**src/common/fpuEx_params.svh**
```systemverilog
//##########################################################
// fpu execute widths
// word, command field and IEEE-754 field sizes
//##########################################################
`ifndef FPU_EX_PARAMS_SVH
`define FPU_EX_PARAMS_SVH

`define FPU_WORD_W 64 // register / operand width
`define FPU_SGL_W 32 // single precision
`define UCMD_W 6 // micro-command, cmd[5:0]
`define CC_W 2 // condition code, cmd[7:6]
`define IXT_W 8 // opcode extension byte

`define DBL_EXP_W 11
`define SGL_EXP_W 8
`define DBL_MAN_W 52
`define SGL_MAN_W 23
`define EXP_REBIAS 896 // 1023 - 127

`endif

```
**src/common/fpuOpcode_pkg.sv**
```systemverilog
//##########################################################
// fpu opcode package
// micro-commands, condition codes, sub-operations
//##########################################################
`include "fpuEx_params.svh"

package fpuOpcode_pkg;

	// micro-commands handled by the fpu slave
	typedef enum logic [`UCMD_W-1:0] {
		UCMD_NOP = 6'h00,
		UCMD_FCMP = 6'h14, // compare, drives T
		UCMD_FLDCX = 6'h15, // load convert, widen
		UCMD_FSTCX = 6'h16, // store convert, narrow
		UCMD_FIXS = 6'h17 // sign fixups
	} fpuUcmd_e;

	typedef enum logic [`CC_W-1:0] {
		COND_AL = 2'd0, // always
		COND_NV = 2'd1, // never
		COND_CT = 2'd2, // if T set
		COND_CF = 2'd3 // if T clear
	} fpuCond_e;

	// ixt[2:0], ixt[3] picks the Rs half
	typedef enum logic [2:0] {LDCX_S2D = 3'd0, LDCX_MOV = 3'd1} fpuLdcxOp_e;

	typedef enum logic [3:0] {STCX_D2S = 4'd0, STCX_MOV = 4'd1} fpuStcxOp_e;

	typedef enum logic [3:0] {CMP_EQ = 4'd0, CMP_GT = 4'd1} fpuCmpOp_e;

	typedef enum logic [3:0] {FIX_NEG = 4'd0, FIX_ABS = 4'd1} fpuFixOp_e;

endpackage

```
**src/common/fpuFormat_pkg.sv**
```systemverilog
//##########################################################
// fpu format package
// execute status and IEEE-754 field views
//##########################################################
`include "fpuEx_params.svh"

package fpuFormat_pkg;

	// every op is single cycle, no hold state
	typedef enum logic [1:0] {
		STATUS_READY = 2'd0, // idle or disabled
		STATUS_OK = 2'd1 // command executed
	} fpuStatus_e;

	typedef struct packed {
		logic sign;
		logic [`DBL_EXP_W-1:0] exp;
		logic [`DBL_MAN_W-1:0] man;
	} fpuDouble_t;

	typedef struct packed {
		logic sign;
		logic [`SGL_EXP_W-1:0] exp;
		logic [`SGL_MAN_W-1:0] man;
	} fpuSingle_t;

endpackage

```
**src/source/fpuLaneSelect.sv**
```systemverilog
//##########################################################
// fpu lane select
// picks lane A or B and latches the issued command
//##########################################################
`timescale 1ns/1ns
`include "fpuEx_params.svh"

module fpuLaneSelect
	import fpuOpcode_pkg::*;
(
	input logic clock,
	input logic reset,
	input logic exHold,
	input logic braFlush,
	input logic [7:0] opCmdA,
	input logic [7:0] opCmdB,
	input logic [`IXT_W-1:0] ixtA,
	input logic [`IXT_W-1:0] ixtB,
	input logic [`FPU_WORD_W-1:0] regValRsA,
	input logic [`FPU_WORD_W-1:0] regValRtA,
	input logic [`FPU_WORD_W-1:0] regValRsB,
	input logic [`FPU_WORD_W-1:0] regValRtB,
	output logic [7:0] issueCmd,
	output logic [`IXT_W-1:0] issueIxt,
	output logic [`FPU_WORD_W-1:0] issueRs,
	output logic [`FPU_WORD_W-1:0] issueRt,
	output logic issueFlush
);

	logic laneA, laneB; // lane carries an fpu command
	logic [7:0] nextCmd;

	function automatic logic isFpuCmd(input logic [7:0] cmd);
		fpuUcmd_e uCmd;
		uCmd = fpuUcmd_e'(cmd[`UCMD_W-1:0]);
		return uCmd inside {UCMD_FCMP, UCMD_FLDCX, UCMD_FSTCX, UCMD_FIXS};
	endfunction

	assign laneA = isFpuCmd(opCmdA);
	assign laneB = isFpuCmd(opCmdB) && !laneA; // A has priority

	always_comb begin
		if (laneA)
			nextCmd = opCmdA;
		else if (laneB)
			nextCmd = opCmdB;
		else
			nextCmd = {COND_AL, UCMD_NOP}; // nothing for us
	end

	// control part of the latch
	always_ff @(posedge clock) begin
		if (reset) begin
			issueCmd <= {COND_AL, UCMD_NOP};
			issueFlush <= 1'b0;
		end else if (!exHold) begin
			issueCmd <= nextCmd;
			issueFlush <= braFlush;
		end
	end

	// operands, lane A unless B won
	always_ff @(posedge clock) begin
		if (!exHold) begin
			issueIxt <= laneB ? ixtB : ixtA;
			issueRs <= laneB ? regValRsB : regValRsA;
			issueRt <= laneB ? regValRtB : regValRtA;
		end
	end

endmodule

```
**src/convert/fpuConvS2D.sv**
```systemverilog
//##########################################################
// single to double conversion
// zero/subnormal inputs flush to signed zero
//##########################################################
`timescale 1ns/1ns
`include "fpuEx_params.svh"

module fpuConvS2D
	import fpuFormat_pkg::*;
(
	input fpuSingle_t sglIn,
	output fpuDouble_t dblOut
);

	localparam int manPad = `DBL_MAN_W - `SGL_MAN_W; // 29 low zero bits
	localparam int expPad = `DBL_EXP_W - `SGL_EXP_W;
	localparam logic [`DBL_EXP_W-1:0] rebias = `EXP_REBIAS;

	logic expZero; // zero or subnormal
	logic expMax; // inf or nan

	assign expZero = (sglIn.exp == '0);
	assign expMax = &sglIn.exp;

	always_comb begin
		dblOut.sign = sglIn.sign; // sign always kept
		dblOut.man = {sglIn.man, {manPad{1'b0}}};
		if (expZero) begin
			dblOut.exp = '0;
			dblOut.man = '0; // subnormals dropped
		end else if (expMax) begin
			dblOut.exp = '1; // nan payload rides in man
		end else begin
			dblOut.exp = {{expPad{1'b0}}, sglIn.exp} + rebias;
		end
	end

endmodule

```
**src/convert/fpuConvD2S.sv**
```systemverilog
//##########################################################
// double to single conversion
// truncating, out-of-range saturates to inf or zero
//##########################################################
`timescale 1ns/1ns
`include "fpuEx_params.svh"

module fpuConvD2S
	import fpuFormat_pkg::*;
(
	input fpuDouble_t dblIn,
	output fpuSingle_t sglOut
);

	localparam logic [`DBL_EXP_W+1:0] rebias = `EXP_REBIAS;
	localparam int sglExpMax = (1 << `SGL_EXP_W) - 2; // 254, largest finite

	logic signed [`DBL_EXP_W+1:0] rebExp; // two guard bits for under/overflow
	logic isSpecial, isNan;

	assign rebExp = {2'b00, dblIn.exp} - rebias;
	assign isSpecial = &dblIn.exp;
	assign isNan = isSpecial && (dblIn.man != '0);

	always_comb begin
		sglOut.sign = dblIn.sign;
		sglOut.exp = rebExp[`SGL_EXP_W-1:0];
		sglOut.man = dblIn.man[`DBL_MAN_W-1 -: `SGL_MAN_W]; // top 23, toward zero
		if (isNan) begin
			sglOut.exp = '1;
			// quiet bit forced so payload never collapses to inf
			sglOut.man = {1'b1, dblIn.man[`DBL_MAN_W-2 -: (`SGL_MAN_W-1)]};
		end else if (isSpecial) begin
			sglOut.exp = '1; // inf
			sglOut.man = '0;
		end else if (rebExp > sglExpMax) begin
			sglOut.exp = '1; // overflow to inf
			sglOut.man = '0;
		end else if (rebExp < 1) begin
			sglOut.exp = '0; // underflow, also dbl zero/denorm
			sglOut.man = '0;
		end
	end

endmodule

```
**src/source/fpuCompare.sv**
```systemverilog
//##########################################################
// double compare
// EQ / GT in signed magnitude, nan never compares true
//##########################################################
`timescale 1ns/1ns

module fpuCompare
	import fpuFormat_pkg::*, fpuOpcode_pkg::*;
(
	input fpuDouble_t rs,
	input fpuDouble_t rt,
	input fpuCmpOp_e cmpOp,
	output logic cmpT
);

	logic rsNan, rtNan;
	logic bothZero; // +0 and -0 are equal
	logic isEq, isGt;
	logic magGt, magLt;

	assign rsNan = (&rs.exp) && (rs.man != '0);
	assign rtNan = (&rt.exp) && (rt.man != '0);
	assign bothZero = ({rs.exp, rs.man} == '0) && ({rt.exp, rt.man} == '0);

	assign magGt = {rs.exp, rs.man} > {rt.exp, rt.man};
	assign magLt = {rs.exp, rs.man} < {rt.exp, rt.man};

	assign isEq = (rs == rt) || bothZero;

	always_comb begin
		if (bothZero)
			isGt = 1'b0;
		else if (rs.sign != rt.sign)
			isGt = !rs.sign; // positive beats negative
		else if (!rs.sign)
			isGt = magGt;
		else
			isGt = magLt; // both negative, reversed
	end

	always_comb begin
		cmpT = 1'b0;
		if (!rsNan && !rtNan) begin
			case (cmpOp)
				CMP_EQ: cmpT = isEq;
				CMP_GT: cmpT = isGt;
				default: cmpT = 1'b0; // unknown op reads as false
			endcase
		end
	end

endmodule

```
**src/source/fpuExOpW.sv**
```systemverilog
//##########################################################
// fpu execute slave, scalar datapath
// lane pick, condition gating, convert / compare / sign ops
//##########################################################
`timescale 1ns/1ns
`include "fpuEx_params.svh"

module fpuExOpW
	import fpuOpcode_pkg::*, fpuFormat_pkg::*;
(
	input logic clock,
	input logic reset,
	input logic [7:0] opCmdA, // [7:6] cc, [5:0] ucmd
	input logic [7:0] opCmdB,
	input logic [`IXT_W-1:0] ixtA, // [3:0] sub-op
	input logic [`IXT_W-1:0] ixtB,
	input logic [`FPU_WORD_W-1:0] regValRsA,
	input logic [`FPU_WORD_W-1:0] regValRtA,
	input logic [`FPU_WORD_W-1:0] regValRsB,
	input logic [`FPU_WORD_W-1:0] regValRtB,
	input logic [`FPU_WORD_W-1:0] regInSr, // bit 0 is T
	input logic braFlush,
	input logic exHold,
	output logic [`FPU_WORD_W-1:0] regValGRn,
	output logic regOutSrT,
	output fpuStatus_e regOutOK
);

	logic [7:0] issueCmd;
	logic [`IXT_W-1:0] issueIxt;
	logic [`FPU_WORD_W-1:0] issueRs, issueRt;
	logic issueFlush;

	fpuCond_e cond;
	fpuUcmd_e uCmd;
	logic opEnable;

	fpuSingle_t s2dIn;
	fpuDouble_t s2dOut, d2sIn, cmpRs, cmpRt;
	fpuSingle_t d2sOut;
	logic cmpT;

	fpuLaneSelect u_laneSelect (
		.clock(clock), .reset(reset), .exHold(exHold), .braFlush(braFlush),
		.opCmdA(opCmdA), .opCmdB(opCmdB), .ixtA(ixtA), .ixtB(ixtB),
		.regValRsA(regValRsA), .regValRtA(regValRtA),
		.regValRsB(regValRsB), .regValRtB(regValRtB),
		.issueCmd(issueCmd), .issueIxt(issueIxt),
		.issueRs(issueRs), .issueRt(issueRt), .issueFlush(issueFlush)
	);

	assign cond = fpuCond_e'(issueCmd[7 -: `CC_W]);
	assign uCmd = fpuUcmd_e'(issueCmd[`UCMD_W-1:0]);

	// ixt[3] picks the upper single
	assign s2dIn = issueIxt[3] ? issueRs[`FPU_WORD_W-1 -: `FPU_SGL_W]
		: issueRs[`FPU_SGL_W-1:0];
	assign d2sIn = issueRs;
	assign cmpRs = issueRs;
	assign cmpRt = issueRt;

	fpuConvS2D u_convS2D (.sglIn(s2dIn), .dblOut(s2dOut));

	fpuConvD2S u_convD2S (.dblIn(d2sIn), .sglOut(d2sOut));

	fpuCompare u_compare (
		.rs(cmpRs), .rt(cmpRt), .cmpOp(fpuCmpOp_e'(issueIxt[3:0])), .cmpT(cmpT)
	);

	// flush kills the command, else the cc against current T
	always_comb begin
		if (issueFlush)
			opEnable = 1'b0;
		else begin
			case (cond)
				COND_AL: opEnable = 1'b1;
				COND_NV: opEnable = 1'b0;
				COND_CT: opEnable = regInSr[0];
				default: opEnable = !regInSr[0]; // CF
			endcase
		end
	end

	always_comb begin
		regValGRn = '0;
		regOutSrT = regInSr[0]; // T passes through by default
		regOutOK = STATUS_READY;
		if (opEnable) begin
			case (uCmd)
				UCMD_FCMP: begin
					regOutSrT = cmpT;
					regOutOK = STATUS_OK;
				end
				UCMD_FLDCX: begin
					regOutOK = STATUS_OK;
					case (fpuLdcxOp_e'(issueIxt[2:0]))
						LDCX_S2D: regValGRn = s2dOut;
						LDCX_MOV: regValGRn = issueRs; // raw move
						default: regValGRn = '0;
					endcase
				end
				UCMD_FSTCX: begin
					regOutOK = STATUS_OK;
					case (fpuStcxOp_e'(issueIxt[3:0]))
						STCX_D2S: regValGRn = {{(`FPU_WORD_W-`FPU_SGL_W){1'b0}}, d2sOut};
						STCX_MOV: regValGRn = issueRs;
						default: regValGRn = '0;
					endcase
				end
				UCMD_FIXS: begin
					regOutOK = STATUS_OK;
					case (fpuFixOp_e'(issueIxt[3:0]))
						FIX_NEG: regValGRn = {~issueRs[`FPU_WORD_W-1], issueRs[`FPU_WORD_W-2:0]};
						FIX_ABS: regValGRn = {1'b0, issueRs[`FPU_WORD_W-2:0]};
						default: regValGRn = '0;
					endcase
				end
				default: begin
					// NOP, stays READY
				end
			endcase
		end
	end

endmodule

```
**config.mk**
```make
export PLATFORM = sky130hd
export DESIGN_NAME = fpuExOpW
export DESIGN_NICKNAME = d
export VERILOG_FILES = /design/src/common/fpuOpcode_pkg.sv /design/src/common/fpuFormat_pkg.sv /design/src/source/fpuLaneSelect.sv /design/src/convert/fpuConvS2D.sv /design/src/convert/fpuConvD2S.sv /design/src/source/fpuCompare.sv /design/src/source/fpuExOpW.sv
export VERILOG_INCLUDE_DIRS = /design/src /design/src/common
export SDC_FILE = /design/constraint.sdc
export NUM_CORES = 1
export LEC_CHECK = 0
export ABC_AREA = 1
export BUFFER_PORTS_ARGS = -buffer_cell sky130_fd_sc_hd__buf_2
export CAP_MARGIN = 30
export CORE_AREA = 2 2 166 168
export CTS_CLUSTER_SIZE = 14
export DETAILED_ROUTE_END_ITERATION = 16
export DIE_AREA = 0 0 168 170
export HOLD_SLACK_MARGIN = 0.1
export MAX_ROUTING_LAYER = met4
export PLACE_DENSITY = 0.83
export SLEW_MARGIN = 10
export SYNTH_ARGS = -nofsm -noshare
export SYNTH_HDL_FRONTEND = slang
export SYNTH_HIERARCHICAL = 1
export SYNTH_SLANG_ARGS = --single-unit
```
**constraint.sdc**
```tcl
create_clock -name clock -period 7.45 [get_ports clock]
set_input_delay 0.3725 -clock clock [delete_from_list [all_inputs] [get_ports clock]]
set_output_delay 0.3725 -clock clock [all_outputs]
set_load 0.01 [all_outputs]
```
==> out/results.ini, run 1 <==
[sta]
max_slew_margin_pct=34.01
tns_ns=0
hold_violations=0
setup_violations=0
rsz0062_at_grt=false
period_minus_slack_ns=4.340
fin_crit_sh_pct=58.25
fin_ws_ns=3.110
fmax_ghz=0.2304
tightestPinTransition_ns=0.9874
finClkSkew_ns=0
drv_slew=0

[worst_hold_path]
hold_start=reset
hold_path_depth=2
hold_class=input port to flip-flop
hold_end=u_laneSelect/issueCmd[5]

[logic_synthesis]
synth_area_um2=14220
ys.warnings.count=6
netlist_instances=2290
syn-mean-instance-area_um2=6.208

[power]
leakage_uw=0.008885
intPower_uw=1676
p_seq_share_pct=41.7
swShare_pct=35.06
comb_power_share_pct=23.7
switchingPower_uw=905.1
p_per_area_nw_per_um2=157.2
ir_worst_vdd_mv=0.1493
power.share.clock_pct=34.6

[global_routing]
grt_first_pass_wirelength_mm=76.68
grt.total_usage_pct=35.19
first_global_vias=14630
grt_max_degree=87
grt-ovfl-total=0
antenna_found_initial=1

[placed_design]
dp_slack_ns=3.684
hpwlAfterDp_mm=36.44
gp_congestion=0.9478
dpl-instance-area_um2=15770
dp.cells=2854
port-buffer-count=350

[final_layout]
areaGrowthSynthToFinish_pct=15.51
design_area_um2=16420
multiInputGateArea_um2=8297
drive_gt1_share_pct=17.86
ff_latch_area_um2=4144
layout.nets=2954
fillers=2548
stdcell_count=2889

[die]
std_cell_rows=60
initial_utilization_pct=53.35
die_w_um=168
dieArea_um2=28560
core_um2=26650
num_io_pins=423
die_y_um=170

[detailed_routing]
antenna_violating_nets_post_route=0
drtIter0Drc=2062
dr_total_vias=16330
wire_per_inst_um=17.46
totalWireLength_mm=50.44
drcViolationCount=0
routed_via_density=5.651
drt-pass1-iter-count=7

[clock_network]
cts_setup_buffers=0
cts_resized=0
cts.sinks=141
clockBufferDepth=2
insertion_delay_ns=0.43
cts_max_level=4
cts-root-buf=clkbuf_16
cts_tree=built
cts.clk_slew.worst_paths_ns=0.07
cts_inserted_buffers=17
postCtsHoldBufs=0

[critical_path]
critical_path.max_fanout=36
worstPathRequired_ns=7.08
path_class=flip-flop to output port
r2r_end=u_laneSelect/issueCmd[1]
start_kind=flip-flop
reg2regPathDepth=2
end_kind=output port
regToRegStartpoint=u_laneSelect/issueCmd[1]
cp.arrival_ns=3.97
reg2reg_slack_ns=6.74

[job]
drv_cap=0

[outcome]
status=finished, final reports clean

stage by stage:
step / power, uW / utilization (%) / hold WS, ns
finish: 2581 / 61.62 / 0.1876
floorplan: 1451 / - / 0.4166
detailed placement: 1674 / 59.19 / 0.4535
global placement: 1647 / 58.81 / 0.4300
CTS: 2566 / 61.45 / 0.1692
global route: 2695 / 61.62 / 0.1843
worst max-delay path, cell delays in order (launching register included):
cell and delay [ns]:
edfxtp_1 0.32, buf_4 0.24, clkinv_1 0.50, buf_4 0.45, nand2_1 0.13, o21ai_0 0.18, nor2_1 0.14, nand2_1 0.09
nor2_4 0.58, a21oi_1 0.18, nand3_1 0.13, o21ai_0 0.12, nand2_1 0.11, nand3_1 0.07, nand2_1 0.09, inv_1 0.05
buf_2 0.13
registers in the layout, indices dropped and copies added (netlist names):
| signal | cells |
|---|---|
| u_laneSelect/issueCmd | 8 |
| u_laneSelect/issueRt | 64 |
| u_laneSelect/issueIxt | 4 |
| u_laneSelect/issueFlush | 1 |
| u_laneSelect/issueRs | 64 |
routing by layer:
metal  global-route usage, %  routed length, um  vias up
met5                       -                  0        -
met4                   14.40               1823        0
met1                   43.98              19860     7320
met3                   5.209               4948      134
li1                        -                  -     7856
met2                   57.51              23800     1016
cell type report:
| class | instances | area share [%] |
|---|---|---|
| Antenna cell | 1 | 0.01524 |
| Clock buffer | 18 | 2.613 |
| Clock inverter | 14 | 1.059 |
| Inverter | 254 | 5.821 |
| Multi-Input combinational cell | 1750 | 50.52 |
| Sequential cell | 141 | 25.23 |
| Tap cell | 341 | 2.598 |
| Timing Repair Buffer | 370 | 12.14 |
power groups by stage:
stage	clock network, uW	registers (uW)	logic (uW)
final	894	1080	612
after global routing	933	1080	684
after CTS	903	1070	595
after detailed placement	0	1090	587
after global placement	0	1080	565
after floorplan	0	1020	429
how the worst max path moves through the flow:
| stage | startpoint | end | slack (ns) |
|---|---|---|---|
| 2_1_floorplan | exHold | u_laneSelect/issueIxt[0] | 3.28 |
| 4_1_cts | u_laneSelect/issueIxt[3] | regValGRn[61] | 3.19 |
| 5_1_grt | u_laneSelect/issueIxt[3] | regValGRn[61] | 2.87 |
| 3_5_place_dp | u_laneSelect/issueIxt[3] | regValGRn[61] | 3.68 |
| 6_report | u_laneSelect/issueIxt[3] | regValGRn[61] | 3.11 |
| 3_3_place_gp | u_laneSelect/issueIxt[3] | regValGRn[61] | 3.68 |
layout by cell type, fill, tap and decap left out, types with 3 or more instances in the layout:
cell / instances
a21oi_1: 34
buf_16: 3
buf_2: 350
buf_4: 13
clkbuf_16: 17
clkinvlp_4: 3
conb_1: 30
dfxtp_1: 9
edfxtp_1: 132
ha_1: 64
inv_1: 240
inv_2: 12
inv_6: 3
inv_8: 5
nand2_1: 823
nand2_2: 4
nand2_4: 3
nand3_1: 450
nand3_2: 3
nand4_1: 62
nor2_1: 147
nor2_2: 11
nor2_4: 10
nor3_1: 8
nor4_1: 8
o21ai_0: 57
o21ai_1: 20
(Power assumes the default switching activity.)
==> run 2, diff against run 1 <==
--- a/config.mk
+++ b/config.mk
@@ -6,16 +6,16 @@
 export SDC_FILE = /design/constraint.sdc
 export NUM_CORES = 1
 export LEC_CHECK = 0
-export ABC_AREA = 1
+export ABC_AREA = 0
 export BUFFER_PORTS_ARGS = -buffer_cell sky130_fd_sc_hd__buf_2
 export CAP_MARGIN = 30
-export CORE_AREA = 2 2 166 168
+export CORE_MARGIN = 2
+export CORE_UTILIZATION = 47
 export CTS_CLUSTER_SIZE = 14
 export DETAILED_ROUTE_END_ITERATION = 16
-export DIE_AREA = 0 0 168 170
 export HOLD_SLACK_MARGIN = 0.1
 export MAX_ROUTING_LAYER = met4
-export PLACE_DENSITY = 0.83
+export PLACE_DENSITY = 0.79
 export SLEW_MARGIN = 10
 export SYNTH_ARGS = -nofsm -noshare
 export SYNTH_HDL_FRONTEND = slang
==> constraint.sdc (replaced) <==
create_clock -name clock -period 3.7 [get_ports clock]
set_input_delay 0.185 -clock clock [delete_from_list [all_inputs] [get_ports clock]]
set_output_delay 0.185 -clock clock [all_outputs]
set_load 0.01 [all_outputs]
==> run 2 against run 1 <==
  * Synthesized area decreased by 17%
  * Sequential share of layout area decreased by 0.84 points
  * Clock skew unchanged
  * Clock power increased by 88%
  * Design area increased by 3.4%
  * Critical endpoint is now regOutSrT
  * Non-clock buffer count increased by 290
  * Setup slack got worse by 3.0 ns
  * Global-route usage decreased by 1.2 points
  * Clock-buffer cell count unchanged
  * Largest power group unchanged
==> out/results.ini, run 2 <==
[clock_network]
cts_tree=built
cts.clk_slew.worst_paths_ns=0.07
cts.sinks=141
insertion_delay_ns=0.43
cts_inserted_buffers=17
clockBufferDepth=2
cts-root-buf=clkbuf_16
cts_max_level=4

[die]
initial_utilization_pct=48.10
die_y_um=162.0
std_cell_rows=57
die_w_um=162.0
dieArea_um2=26240
num_io_pins=423
core_um2=24390

[placed_design]
gp_congestion=0.9588
hpwlAfterDp_mm=28.95
dp.cells=1773
port-buffer-count=350
dp_slack_ns=0.4103

[critical_path]
endpoint=regOutSrT
crit_cells=11
cp.arrival_ns=3.42
start_kind=flip-flop
path_class=flip-flop to output port
r2r_end=u_laneSelect/issueCmd[0]
path_delay_family=compound AO/OA/AOI/OAI gates
crit_chain=ha_1 > a211oi_1 > nor2_1 > o31a_1 > o31ai_2 > nand3_1 > a31oi_1 > mux2_1 > a31oi_4 > mux2_2 > buf_2
critPathMaxStageDelay_ns=0.53
regToRegStartpoint=u_laneSelect/issueCmd[0]
crit_start=u_laneSelect/issueRs[3]
slowest_stage=edfxtp_1
reg2reg_slack_ns=1.84
worstPathRequired_ns=3.51
critical_path.max_fanout=6
reg2regPathDepth=3
end_kind=output port
worst-path-buf-inv=1

[worst_hold_path]
hold_start=regValRsB[28]
hold_class=input port to flip-flop

[sta]
max_slew_margin_pct=43.76
fin_ws_ns=0.09834
period_minus_slack_ns=3.602
hold_ws_ns=0.1073
tns_ns=0
fin_crit_sh_pct=97.34
drv_slew=0
tightestPinTransition_ns=0.8373
setup_violations=0
fmax_ghz=0.2777
finClkSkew_ns=0
rsz0062_at_grt=false
hold_violations=0

[final_layout]
stdcell_count=2064
ff_latch_area_um2=4144
fillers=1748
final_common_cell=buf_2
top_regs=u_laneSelect/issueRs (64), u_laneSelect/issueRt (64), u_laneSelect/issueCmd (8)
layout.nets=2146
final_cell_mix=buf_2, dlygate4sd3_1, mux2_2
drive_gt1_share_pct=41.17
multiInputGateArea_um2=6703
areaGrowthSynthToFinish_pct=44.80

[outcome]
status=finished, final reports clean

[power]
comb_power_share_pct=26.7
intPower_uw=3559
swShare_pct=30.94
p_per_area_nw_per_um2=303.4
finalPower_uw=5154
power.share.clock_pct=32.6
p_seq_share_pct=40.7
leakage_uw=0.007374
switchingPower_uw=1595
ir_worst_vdd_mv=0.2922

[logic_synthesis]
syn-mean-instance-area_um2=10.42
netlist_instances=1126
ys.warnings.count=6
synth_area_um2=11730

[detailed_routing]
totalWireLength_mm=44.92
drtIter0Drc=1208
routed_via_density=5.762
drt-pass1-iter-count=5
dr_total_vias=11890
drcViolationCount=0
wire_per_inst_um=21.76
antenna_violating_nets_post_route=0

[global_routing]
first_global_vias=12190
grt.total_usage_pct=33.95
grt_first_pass_wirelength_mm=66.22
antenna_found_initial=1
grt_max_degree=114
grt-ovfl-total=0

[job]
drv_cap=0

==> run 2: cell count changes in the layout (fill, tap and decap cells not counted), moves of 47 or more <==
cell	before	now
nand2_1	823	60
nand3_1	450	58
dlygate4sd3_1	0	253
mux2_2	0	164
inv_1	240	101
nor2_1	147	41
o21ai_0	57	10
==> run 2: routing by layer <==
| metal | vias to the layer above | share of wire, % | global-route usage [%] |
|---|---|---|---|
| met5 | - | 0 | - |
| met4 | 0 | 4.1 | 13.44 |
| met3 | 140 | 9.2 | 7.125 |
| met2 | 724 | 49 | 58.20 |
| met1 | 5645 | 37 | 38.94 |
| li1 | 5383 | - | - |
==> run 2: worst register-to-register path, stage by stage, from the launching register on <==
cell and delay (ns):
dfxtp_1 0.84, inv_1 0.09, a221oi_1 0.31, dlygate4sd3_1 0.58
==> run 2: worst min path at each step <==
stage / end / slack [ns] / depth (start not counted)
after floorplan: u_laneSelect/issueFlush / 0.33 / 2
after global placement: u_laneSelect/issueFlush / 0.42 / 3
after detailed placement: u_laneSelect/issueFlush / 0.44 / 3
after CTS: u_laneSelect/issueRs[22] / 0.10 / 2
after global routing: u_laneSelect/issueRt[15] / 0.10 / 2
final: u_laneSelect/issueRs[28] / 0.11 / 2
==> run 2: cell type report <==
class	count	area share (%)
Antenna cell	1	0.01473
Clock buffer	18	2.527
Clock inverter	14	0.8471
Inverter	102	2.283
Multi-Input combinational cell	804	39.46
Sequential cell	141	24.40
Tap cell	324	2.387
Timing Repair Buffer	660	28.09
==> run 2: what timing repair did <==
item,in CTS,in global routing
pin swaps,0,1
setup buffers,2,1
gates resized for setup,1,4
endpoints found under the hold margin,132,6
endpoints found under the setup margin,1,4
hold buffers,246,7
==> run 2: power by group through the flow <==
stage	logic [uW]	registers (uW)	clock network [uW]
finish	1380	2100	1680
global route	1470	2110	1760
CTS	1290	2090	1690
detailed placement	1060	2120	0
global placement	1020	2120	0
floorplan	723	2050	0
==> run 2: per-stage QoR <==
step	cell area, um2	util (%)
floorplan	11840	-
finish	16990	69.64
detailed placement	13770	56.46
global route	16990	69.64
CTS	16830	69.00
global placement	13770	56.46
==> run 3, diff against run 2 <==
--- a/config.mk
+++ b/config.mk
@@ -7,15 +7,14 @@
 export NUM_CORES = 1
 export LEC_CHECK = 0
 export ABC_AREA = 0
-export BUFFER_PORTS_ARGS = -buffer_cell sky130_fd_sc_hd__buf_2
 export CAP_MARGIN = 30
-export CORE_MARGIN = 2
-export CORE_UTILIZATION = 47
+export CORE_AREA = 2 2 163 165
 export CTS_CLUSTER_SIZE = 14
 export DETAILED_ROUTE_END_ITERATION = 16
+export DIE_AREA = 0 0 165 167
+export DONT_BUFFER_PORTS = 1
 export HOLD_SLACK_MARGIN = 0.1
 export MAX_ROUTING_LAYER = met4
-export PLACE_DENSITY = 0.79
 export SLEW_MARGIN = 10
 export SYNTH_ARGS = -nofsm -noshare
 export SYNTH_HDL_FRONTEND = slang
==> run 3 against run 2 <==
  * Design area shrank 9.1%
  * Clock skew is the same
  * First-iteration DRC count shrank 21%
  * Combinational power shrank 14%
  * Sequential power is essentially flat
  * Largest cell class unchanged
  * Cell count shrank 15%
  * Routed wire length shrank 11%
  * Clock power grew 5%
  * Critical path depth shrank 1
==> out/results.ini, run 3 (synthesis gave the netlist of run 2 again) <==
[critical_path]
end_kind=output port
reg2reg_slack_ns=1.83
reg2regPathDepth=3
start_kind=flip-flop
critical_path.max_fanout=6
worstPathRequired_ns=3.51
cp.arrival_ns=3.42
crit_start=u_laneSelect/issueRs[2]
regToRegStartpoint=u_laneSelect/issueCmd[0]
path_class=flip-flop to output port
r2r_end=u_laneSelect/issueCmd[0]

[job]
drv_cap=0

[global_routing]
grt-ovfl-total=0
grt_max_degree=117
first_global_vias=10250
grt_first_pass_wirelength_mm=59.31
antenna_found_initial=0
grt.total_usage_pct=29.38

[detailed_routing]
drt-pass1-iter-count=6
wire_per_inst_um=22.92
antenna_violating_nets_post_route=0
drcViolationCount=0
drtIter0Drc=955
totalWireLength_mm=40.09
routed_via_density=5.902
dr_total_vias=10320

[die]
core_um2=25760
std_cell_rows=59
die_w_um=165
initial_utilization_pct=45.53
dieArea_um2=27560
die_y_um=167
num_io_pins=423

[power]
leakage_uw=0.005983
p_per_area_nw_per_um2=327.8
ir_worst_vdd_mv=0.2716
finalPower_uw=5059

[final_layout]
top_regs=u_laneSelect/issueRs (64), u_laneSelect/issueRt (64), u_laneSelect/issueCmd (8)
post-route-util_pct=59.90
drive_gt1_share_pct=26.17
antenna_cells=0
layout.nets=1821
final_common_cell=dlygate4sd3_1
final_cell_mix=dlygate4sd3_1, mux2_2, edfxtp_1
areaGrowthSynthToFinish_pct=31.56

[sta]
rsz0062_at_grt=false
setup_violations=0
fin_crit_sh_pct=97.50
fin_ws_ns=0.09236
tightestPinTransition_ns=1.016
fmax_ghz=0.2772
hold_violations=0
drv_slew=0
period_minus_slack_ns=3.608
finClkSkew_ns=0
tns_ns=0
max_slew_margin_pct=32.30

[outcome]
status=finished, final reports clean

[clock_network]
insertion_delay_ns=0.43
clockBufferDepth=2
cts.sinks=141
cts_max_level=4
cts_tree=built
cts_setup_buffers=0
cts-root-buf=clkbuf_16
cts.clk_slew.worst_paths_ns=0.07
cts_inserted_buffers=17

[placed_design]
port-buffer-count=0
gp_congestion=0.9273
hpwlAfterDp_mm=27.58
dp_slack_ns=0.3896

[worst_hold_path]
hold_path_depth=1
hold_start=exHold
hold_class=input port to flip-flop
hold_end=u_laneSelect/issueRs[54]

[run 3: cell types whose count changed in the layout (fill, tap and decap cells not counted), moves of 2 or more]
| cell | previous run | this run |
|---|---|---|
| inv_6 | 5 | 8 |
| buf_2 | 350 | 0 |
| inv_8 | 6 | 4 |
| buf_4 | 52 | 60 |
| clkinv_4 | 2 | 0 |
| dlygate4sd3_1 | 253 | 274 |
[run 3: per-layer routing]
metal | track usage, % | share of wire (%) | wire (um)
met5 | - | 0 | 0
met1 | 37.27 | 41 | 16330
met2 | 47.99 | 49 | 19490
met4 | 8.696 | 2.7 | 1092
met3 | 5.031 | 7.9 | 3178
[run 3: how the worst max path moves through the flow]
stage                               end  slack [ns]  cells after the start
3_5_place_dp                  regOutSrT        0.39                     10
2_1_floorplan  u_laneSelect/issueIxt[0]        0.42                      1
5_1_grt                       regOutSrT        0.03                     11
4_1_cts                       regOutSrT       0.006                     10
3_3_place_gp                  regOutSrT        0.41                     10
6_report                      regOutSrT        0.09                     10
[run 3: power breakdown]
group / internal [uW] / total (uW) / switching, uW
combinational: 656 / 1190 / 531
sequential: 1900 / 2100 / 201
clock: 964 / 1770 / 805
[run 3: metrics by stage]
step                      cells  hold WS (ns)  cell area [um2]
after global placement     1443        0.2602            12090
after global routing       1749        0.2535            15430
after detailed placement   1443        0.2641            12090
after floorplan            1154        0.3289            11840
final                      1749        0.1847            15430
after CTS                  1749        0.2236            15430
[run 3: critical path, cell delays in order (launching register included)]
cell and delay (ns):
edfxtp_1 0.51, ha_1 0.38, a21oi_1 0.15, a21oi_1 0.09, o31a_1 0.30, o31ai_2 0.28
nand3_1 0.17, a31oi_1 0.24, mux2_1 0.36, a31oi_2 0.25, mux2_2 0.26
[run 3: cell type report]
| cell class | count | area, um2 |
|---|---|---|
| Fill cell | 2088 | 10330 |
| Multi-Input combinational cell | 804 | 6679 |
| Sequential cell | 141 | 4144 |
| Timing Repair Buffer | 335 | 3213 |
| Clock buffer | 17 | 425.4 |
| Tap cell | 335 | 419.2 |
| Inverter | 102 | 387.9 |
| Clock inverter | 15 | 165.2 |
[run 3: repair_timing]
item | in CTS | in global routing
setup endpoints to repair | 1 | 1
resized for setup | 1 | 1
hold endpoints to repair | 141 | 0
hold buffers | 274 | 0
